`src/design/fxp_defines.svh`:
```
`ifndef FXP_DEFINES_SVH
`define FXP_DEFINES_SVH

// sample, gain and result width
`define FXP_WIDTH 32

// fraction bits of the fixed-point format
`define FXP_FRAC 16

// configuration register map, one address bit
`define FXP_ADDR_GAIN 1'b0
`define FXP_ADDR_MODE 1'b1

// unity gain, 1.0 in the fixed-point format
`define FXP_GAIN_RESET (32'd1 << `FXP_FRAC)

`endif

```
`src/design/fxp_pkg.sv`:
```
`default_nettype none

`include "fxp_defines.svh"

package fxp_pkg;

  // ============================================================
  // configuration word layouts
  // ============================================================

  // mode register, only the lowest bit is defined
  typedef struct packed {
    logic [`FXP_WIDTH-2:0] reserved;
    logic                  signed_en;
  } mode_t;

  // write data seen either as a gain or as a mode word
  typedef union packed {
    logic [`FXP_WIDTH-1:0] gain;
    mode_t                 mode;
  } cfg_wdata_u;

  // ============================================================
  // configuration handed to the datapath
  // ============================================================

  typedef struct packed {
    logic [`FXP_WIDTH-1:0] gain;
    logic                  signed_en;
  } cfg_t;

endpackage

`default_nettype wire

```
`src/design/fxp_gain_regs.sv`:
```
`default_nettype none

`include "fxp_defines.svh"

module fxp_gain_regs (
  input  logic               clk,
  input  logic               reset,
  input  logic               cfg_wr,
  input  logic               cfg_addr,
  input  fxp_pkg::cfg_wdata_u cfg_wdata,
  output fxp_pkg::cfg_t      cfg
);

  logic gain_wr;
  logic mode_wr;

  // address decode of the write strobe
  assign gain_wr = cfg_wr && (cfg_addr == `FXP_ADDR_GAIN);
  assign mode_wr = cfg_wr && (cfg_addr == `FXP_ADDR_MODE);

  // ============================================================
  // register storage
  // ============================================================

  // gain register, comes up at 1.0
  always_ff @(posedge clk) begin
    if (reset) begin
      cfg.gain <= `FXP_GAIN_RESET;
    end else if (gain_wr) begin
      cfg.gain <= cfg_wdata.gain;
    end
  end

  // mode register, comes up signed
  always_ff @(posedge clk) begin
    if (reset) begin
      cfg.signed_en <= 1'b1;
    end else if (mode_wr) begin
      cfg.signed_en <= cfg_wdata.mode.signed_en;
    end
  end

  // ============================================================
  // checks
  // ============================================================

  // a write with an unknown address would update neither register
  addr_known_a : assert property (
    @(posedge clk) disable iff (reset)
    cfg_wr |-> !$isunknown(cfg_addr)
  ) else $error("cfg_addr unknown during a configuration write");

endmodule

`default_nettype wire

```
`src/design/fxp_mult_ctrl.sv`:
```
`default_nettype none

`include "fxp_defines.svh"

module fxp_mult_ctrl (
  input  logic clk,
  input  logic reset,
  input  logic recv_val,
  input  logic send_rdy,
  output logic recv_rdy,
  output logic send_val,
  output logic in_wait,
  output logic do_add,
  output logic do_carry
);

  localparam int CNT_W = $clog2(`FXP_WIDTH);

  typedef enum logic [1:0] {
    s_idle,
    s_calc,
    s_done
  } state_t;

  state_t           state;
  state_t           next_state;
  logic [CNT_W-1:0] count;
  logic             last_iter;

  // one iteration per gain bit
  assign last_iter = (count == CNT_W'(`FXP_WIDTH - 1));

  // ============================================================
  // state machine
  // ============================================================

  always_comb begin
    next_state = state;
    case (state)
      s_idle: if (recv_val) next_state = s_calc;
      s_calc: if (last_iter) next_state = s_done;
      s_done: if (send_rdy) next_state = s_idle;
      default: next_state = s_idle;
    endcase
  end

  always_ff @(posedge clk) begin
    if (reset) begin
      state <= s_idle;
    end else begin
      state <= next_state;
    end
  end

  // iteration counter, cleared while the result waits
  always_ff @(posedge clk) begin
    if (reset || state == s_done) begin
      count <= '0;
    end else if (state == s_calc) begin
      count <= count + 1'b1;
    end
  end

  // handshake and datapath controls straight from state
  assign in_wait  = (state == s_idle);
  assign recv_rdy = (state == s_idle);
  assign do_add   = (state == s_calc);
  assign do_carry = (state == s_calc) && last_iter;
  assign send_val = (state == s_done);

  // ============================================================
  // checks
  // ============================================================

  hs_excl_a : assert property (
    @(posedge clk) disable iff (reset)
    !(recv_rdy && send_val)
  ) else $error("recv_rdy and send_val high together");

  // sign correction on the last of FXP_WIDTH adds after the load
  carry_last_a : assert property (
    @(posedge clk) disable iff (reset)
    do_carry |-> do_add && $past(in_wait, `FXP_WIDTH)
  ) else $error("do_carry outside the last calculate cycle");

endmodule

`default_nettype wire

```
`src/design/fxp_mult_dpath.sv`:
```
`default_nettype none

`include "fxp_defines.svh"

module fxp_mult_dpath (
  input  logic                  clk,
  input  logic                  reset,
  input  logic                  in_wait,
  input  logic                  do_add,
  input  logic                  do_carry,
  input  logic [`FXP_WIDTH-1:0] sample,
  input  fxp_pkg::cfg_t         cfg,
  output logic [`FXP_WIDTH-1:0] result
);

  // product kept to width plus fraction, upper bits drop out anyway
  localparam int ACC_W = `FXP_WIDTH + `FXP_FRAC;

  logic [ACC_W-1:0]      sample_ext;
  logic [ACC_W-1:0]      acc;
  logic [ACC_W-1:0]      a_shift;
  logic [ACC_W-1:0]      a_const;
  logic [`FXP_WIDTH-1:0] b_shift;
  logic                  sign_lat;
  logic [ACC_W-1:0]      a_top;
  logic [ACC_W-1:0]      neg_term;
  logic [ACC_W-1:0]      addend;

  // sign extend only in signed mode
  assign sample_ext = {{`FXP_FRAC{cfg.signed_en & sample[`FXP_WIDTH-1]}}, sample};

  // ============================================================
  // operand registers
  // ============================================================

  // reloaded every idle cycle, the accepting edge is the last load
  always_ff @(posedge clk) begin
    if (in_wait) begin
      a_shift  <= sample_ext;
      a_const  <= sample_ext;
      b_shift  <= cfg.gain;
      sign_lat <= cfg.signed_en;
    end else if (do_add) begin
      a_shift <= a_shift << 1;
      b_shift <= b_shift >> 1;
    end
  end

  // ============================================================
  // accumulate
  // ============================================================

  // gain sign bit weighs -2^(width-1) in signed mode
  assign a_top    = a_const << (`FXP_WIDTH - 1);
  assign neg_term = '0 - a_top;

  always_comb begin
    if (do_carry && sign_lat) begin
      addend = neg_term;
    end else begin
      addend = a_shift;
    end
  end

  // cleared in idle, frozen in done
  always_ff @(posedge clk) begin
    if (reset || in_wait) begin
      acc <= '0;
    end else if (do_add && b_shift[0]) begin
      acc <= acc + addend;
    end
  end

  // drop the fraction bits, floor by truncation
  assign result = acc[ACC_W-1:`FXP_FRAC];

endmodule

`default_nettype wire

```
`src/design/fxp_gain_stage.sv`:
```
`default_nettype none

`include "fxp_defines.svh"

module fxp_gain_stage (
  input  logic                  clk,
  input  logic                  reset,

  // configuration writes
  input  logic                  cfg_wr,
  input  logic                  cfg_addr,
  input  fxp_pkg::cfg_wdata_u   cfg_wdata,

  // sample stream in
  input  logic                  recv_val,
  output logic                  recv_rdy,
  input  logic [`FXP_WIDTH-1:0] sample,

  // product stream out
  output logic                  send_val,
  input  logic                  send_rdy,
  output logic [`FXP_WIDTH-1:0] result
);

  fxp_pkg::cfg_t cfg;
  logic          in_wait;
  logic          do_add;
  logic          do_carry;

  // ============================================================
  // gain and mode registers
  // ============================================================

  fxp_gain_regs u_regs (
    .clk       (clk),
    .reset     (reset),
    .cfg_wr    (cfg_wr),
    .cfg_addr  (cfg_addr),
    .cfg_wdata (cfg_wdata),
    .cfg       (cfg)
  );

  // ============================================================
  // multiplier
  // ============================================================

  fxp_mult_ctrl u_ctrl (
    .clk      (clk),
    .reset    (reset),
    .recv_val (recv_val),
    .send_rdy (send_rdy),
    .recv_rdy (recv_rdy),
    .send_val (send_val),
    .in_wait  (in_wait),
    .do_add   (do_add),
    .do_carry (do_carry)
  );

  fxp_mult_dpath u_dpath (
    .clk      (clk),
    .reset    (reset),
    .in_wait  (in_wait),
    .do_add   (do_add),
    .do_carry (do_carry),
    .sample   (sample),
    .cfg      (cfg),
    .result   (result)
  );

endmodule

`default_nettype wire

```
`config.mk`:
```
export PLATFORM = sky130hd
export DESIGN_NAME = fxp_gain_stage
export DESIGN_NICKNAME = d
export VERILOG_FILES = /design/src/design/fxp_pkg.sv /design/src/design/fxp_gain_regs.sv /design/src/design/fxp_mult_ctrl.sv /design/src/design/fxp_mult_dpath.sv /design/src/design/fxp_gain_stage.sv
export VERILOG_INCLUDE_DIRS = /design/src /design/src/design
export SDC_FILE = /design/constraint.sdc
export NUM_CORES = 1
export LEC_CHECK = 0
export ABC_AREA = 0
export BUFFER_PORTS_ARGS = -buffer_cell sky130_fd_sc_hd__buf_2
export CELL_PAD_IN_SITES_DETAIL_PLACEMENT = 0
export CELL_PAD_IN_SITES_GLOBAL_PLACEMENT = 1
export CORE_UTILIZATION = 45
export CTS_BUF_LIST = sky130_fd_sc_hd__clkbuf_8
export DETAILED_ROUTE_END_ITERATION = 16
export PLACE_DENSITY = 0.9
export SLEW_MARGIN = 20
export SYNTH_ARGS = -nofsm -noshare
export SYNTH_HDL_FRONTEND = slang
export SYNTH_SLANG_ARGS = --single-unit
```
`constraint.sdc`:
```
create_clock -name clk -period 6.9 [get_ports clk]
set_input_delay 1.38 -clock clk [delete_from_list [all_inputs] [get_ports clk]]
set_output_delay 1.38 -clock clk [all_outputs]
set_load 0.05 [all_outputs]
```
After elaboration in Yosys (flattened, before gate mapping)
Cells that the tools add are included.
W data, S select, Z words.
{"block": "totals", "reg_bits": 186, "in_bits": 70, "out_inout_bits": 34}
{"block": "classes", "add_sub_neg": 3, "eq_ne": 6, "muxes": 9, "bitwise_logic": 2, "n_reduce_logical": 10}
{"operator": "$mux W48", "n": 3}
{"operator": "$mux W32", "n": 2}
{"operator": "$add A48 B48 Y48", "n": 1}
{"operator": "$sub A1 B48 Y48 const A", "n": 1}
{"operator": "$mux W2", "n": 3}
{"operator": "$pmux W2 S3", "n": 1}
{"operator": "$add A5 B1 Y5 const B", "n": 1}
{"operator": "$eq A5 B5 Y1 const B", "n": 1}
{"operator": "$logic_and A1 B1 Y1", "n": 5}
{"operator": "$ne A2 B2 Y1 const B", "n": 2}
{"operator": "$reduce_and A3 Y1", "n": 1}
{"operator": "$eq A2 B1 Y1 const B", "n": 1}
{"operator": "$eq A2 B2 Y1 const B", "n": 1}
{"operator": "$logic_not A2 Y1", "n": 1}
{"operator": "$logic_or A1 B1 Y1", "n": 2}
{"operator": "$ne A2 B1 Y1 const B", "n": 1}
{"operator": "$reduce_bool A2 Y1", "n": 1}
{"operator": "$and A1 B1 Y1", "n": 1}
{"operator": "$not A1 Y1", "n": 1}

Depth between registers and ports, before layout
{"block": "depth", "word_depth": 5, "mapped_depth": 18, "mapped_depth_nobuf": 16}

Cells and area by module
A second synthesis with hierarchy kept.
{"block": "unflattened", "hier_cells": 1139, "hier_area_um2": 11104.4}
{"mod": "fxp_mult_dpath", "instances": 1, "cells_per_inst": 945, "area_per_inst_um2": 9044.9, "seq_area_each_um2": 3903.7}
{"mod": "fxp_gain_regs", "instances": 1, "cells_per_inst": 148, "area_per_inst_um2": 1649.1, "seq_area_each_um2": 660.6}
{"mod": "fxp_mult_ctrl", "instances": 1, "cells_per_inst": 46, "area_per_inst_um2": 410.4, "seq_area_each_um2": 140.1}

Worst setup path after synthesis
Ideal clock, no wire load.
{"block": "synth_path", "kind": "register to output", "startpoint": "register u_ctrl.state[1]", "endpoint": "output port send_val", "arrival_time_ns": 2.677, "setup_slack_ns": 2.843, "path_stages_with_launch": 3, "path_buffers": 0, "cell_sequence": "dfxtp_1 > inv_1 > nor2_1"}
{"block": "synth_via", "elab_chain_cells": 1}
{"element": "from (decl)", "line": "fxp_mult_ctrl.sv:25", "source": "state_t state;"}
{"element": "from (signal assigned)", "line": "fxp_mult_ctrl.sv:49", "source": "state <= s_idle;"}
{"element": "from (signal assigned)", "line": "fxp_mult_ctrl.sv:51", "source": "state <= next_state;"}
{"element": "$eq A2 B2 Y1", "line": "fxp_mult_ctrl.sv:69", "source": "assign send_val = (state == s_done);"}
{"element": "to (decl)", "line": "fxp_gain_stage.sv:20", "source": "output logic send_val,"}
Every way passes these cells.

Final worst setup path
{"block": "layout_path", "startpoint": "register u_ctrl.state[0]", "endpoint": "register u_dpath.acc[47]"}
{"block": "layout_via", "elab_chain_cells": 5, "word_cells_on_any_way": 8, "classes_between": "1 x add/sub; 1 x eq/ne; 1 x mux; 5 x reduce/logical"}
{"element": "$eq A2 B1 Y1", "line": "fxp_mult_ctrl.sv:67, fxp_mult_ctrl.sv:68"}
{"element": "$logic_and A1 B1 Y1", "line": "fxp_mult_ctrl.sv:68", "source": "assign do_carry = (state == s_calc) && last_iter;"}
{"element": "$logic_and A1 B1 Y1", "line": "fxp_mult_dpath.sv:58", "source": "if (do_carry && sign_lat) begin"}
{"element": "$mux W48", "line": "fxp_mult_dpath.sv:58"}
{"element": "$add A48 B48 Y48", "line": "fxp_mult_dpath.sv:70", "source": "acc <= acc + addend;"}
{"element": "to (signal assigned)", "line": "fxp_mult_dpath.sv:70"}
{"element": "to (decl)", "line": "fxp_mult_dpath.sv:20", "source": "logic [ACC_W-1:0] acc;"}
Several ways; a longest one is shown, not always the timed one.
A chain may end at the register's enable or synchronous reset.

==> results.toml <==
[finish]
insertedDiodeCount = 0
nFillCells = 2221
final_nets = 1405
area_delta_synth_final_pct = 8.71
multi_input_area_um2 = 5380
instances_no_fill = 1610
final_area_um2 = 11600
drive_gt1_share_pct = 13.1
fin_util_pct = 50.4
seq_area_um2 = 4700

[power]
power_density_nw_per_um2 = 206
leakagePower_nw = 5.14
ir_drop_v = 0.000108
total_power_mw = 2.38

[timing]
worstMarginPinSlew_ps = 890
skew_ps = 26.4
setup_violations = 0
fmax_mhz = 208
fin_crit_sh_pct = 69.6
rsz0062_at_grt = "false"
hold_violations = 0
holdWs_ps = 462
setup-tns-final_ps = 0
maxSlewViolCount = 0
fin_ws_ps = 2100
slew_headroom_pct = 40.5
post-route-min-period_ps = 4800

[logic_synthesis]
synth_cells = 1255
yosys.area.top_type = "edfxtp_1"
syn_nets = 1376
async_flop_share_pct = 0
syn_area_um2 = 10600
synth_warnings = 0
ys_ff_latch = 186
ys_types = 69
synthDominantCellAreaShare_pct = 27.7
synth-edff-count = 98
ys_seq_area_share_pct = 44.2
yosys-top-cells-area = "edfxtp_1 (28%), dfxtp_1 (17%), nand2_1 (13%)"
synth_ff_type = "edfxtp_1"
syn_avg_cell_area_um2 = 8.47

[critical_path]
path_cells = "nor2b_1 > nand3_2 > and2_1 > ha_1 > a21oi_2 > o21ai_0 > a2111oi_1 > a211oi_1 > o21ai_0 > a211oi_1 > nor2b_1 > mux2_2"
r2r_slack_ps = 2100
reg2reg_from = "u_ctrl.state[0]"
required_ps = 7260
cp_max_fo = 28
cp_num_buf_inv = 0
start_kind = "flip-flop"
crit_path_top_delay_cell = "a2111oi_1"
arrival_ps = 5160
cp.depth = 12
cp-end-kind = "flip-flop"
critPathMaxStageDelay_ps = 840
reg2reg_to = "u_dpath.acc[47]"
crit_family = "compound AO/OA/AOI/OAI gates"
criticalPathCategory = "flip-flop to flip-flop"
worstRegToRegCells = 12

[place]
place.gp.congestion = 0.936
post-place-ws_ps = 2180
placed_cells = 1578
placed_area_um2 = 11100
place_hpwl_um = 17900
port_buffers = 103

[route]
ant_nets = 0
drc_errors = 0
wire_per_inst_um = 15.8
first_pass_iters = 5
drtIter0Drc = 590
wl_met1_um = 12400
routed_wirelength_um = 25500
dr.max_layer_used = "met5"
wl_met3_um = 1380
viasPerCell = 5.35
dr_wl_met2_um = 11400
vias = 8621

[cts]
cts_setup_buffers = 0
cts_tree = "done"
clk_pin_slew_worst_paths_ps = 130
clock_latency_ps = 480
cts_hold_buf = 0
htree_num_levels = 4
ctsRootBufferMaster = "clkbuf_8"
clock_sinks = 186
clockBufferDepth = 2
cts_resized = 0
numCtsBuffers = 17

[job]
maxCapViolations = 0

[grt]
grt_max_degree = 84
first_global_vias = 8213
antenna_found_initial = 1
grt_pass1_wl_um = 41700
globalRouteTotalUtil_pct = 21.7
overflow = 0

[floorplanning]
dieArea_um2 = 24300
initial_core_util_pct = 46.4
ios = 104
fp-row-count = 55
die_x_um = 156
die_h_um = 156
core_region_area_um2 = 22900

[min_path]
whs_path_depth = 2
hp-start = "u_regs.cfg[21]"
holdPathEnd = "u_regs.cfg[21]"
hold_class = "flip-flop to flip-flop"

[status]
outcome = "completed"
sequential cells by signal, summed over array words and instances (netlist names):
signal and flops:
u_dpath.a_const 17, u_dpath.b_shift 32, u_dpath.acc 48, u_ctrl.count 5, u_regs.cfg 33, u_ctrl.state 2
u_dpath.sign_lat 1, u_dpath.a_shift 48
how the worst max path moves through the flow:
stage / startpoint / end / slack [ps]
floorplan: u_ctrl.state[1] / send_val / 2840
global placement: u_ctrl.state[0] / u_dpath.acc[47] / 2310
detailed placement: u_ctrl.state[0] / u_dpath.acc[47] / 2180
CTS: u_ctrl.state[0] / u_dpath.acc[47] / 2130
global route: u_ctrl.state[0] / u_dpath.acc[47] / 1570
finish: u_ctrl.state[0] / u_dpath.acc[47] / 2100
worst min-delay path: cells and delay by family, from the launching register on:
kind	cells	cell delay, ps
flip-flops	1	330
AND/OR/NAND/NOR	1	50
AO/OA/AOI/OAI	1	50
where the power goes:
part	internal, mW	leakage, nW	switching [mW]
logic	0.109	3.11	0.184
clock network	0.301	0.221	0.514
registers	1.23	1.80	0.0406
total	1.64	5.14	0.738
cell usage after synthesis (6+ instances only):
master      n
xnor2_1    25
nand3_1    15
dfxtp_1    88
edfxtp_1   98
xor2_1     26
nor2_1     50
o21ai_0    47
nor3_1     15
nand4_1    20
buf_4      33
clkbuf_1   61
a21o_1     39
or3_1       7
o211ai_1    6
and3_1      8
nand2b_1    7
nand2_1   380
a211oi_1   11
and2_1     39
nor2b_1     7
a21oi_1   119
ha_1       50
inv_1      14
kinds of logic (layout without fill, tap and decap cells):
| logic type | after synthesis | in the layout | synth area share [%] |
|---|---|---|---|
| fa+ha+maj | 51 | 51 | 6.07 |
| simple gates | 570 | 570 | 23.3 |
| mux | 6 | 6 | 0.588 |
| compound gates | 276 | 276 | 16.3 |
| buf+inv | 115 | 157 | 5.26 |
| xor+xnor | 51 | 51 | 4.20 |
| flops | 186 | 186 | 44.2 |
cells in the final DEF, fill, tap and decap left out, types with 7 or more instances in the layout:
cell type / count
buf_4: 7
nor3_1: 15
a21oi_1: 119
dfxtp_1: 88
nand3_1: 14
xnor2_1: 25
nor2_1: 50
clkbuf_8: 17
a211oi_1: 11
inv_12: 7
and2_1: 39
nand2b_1: 7
inv_1: 12
xor2_1: 26
nand4_1: 20
o21ai_0: 47
a21o_1: 39
buf_2: 103
edfxtp_1: 98
nand2_1: 380
ha_1: 50
or3_1: 7
and3_1: 8
area by class of cell:
type / instances / area share, %
clock buffer: 17 / 2.02
multi-input combinational: 954 / 46.6
tap: 313 / 3.39
sequential: 186 / 40.7
timing repair buffer: 111 / 5.01
inverter: 14 / 0.465
clock inverter: 15 / 1.85
routing by layer:
metal  up-vias  track usage (%)
met3        20             4.03
met5         -                0
li1       4381                -
met1      3982             30.5
met4         2             4.81
met2       236             34.4
(Power assumes the default switching activity.)
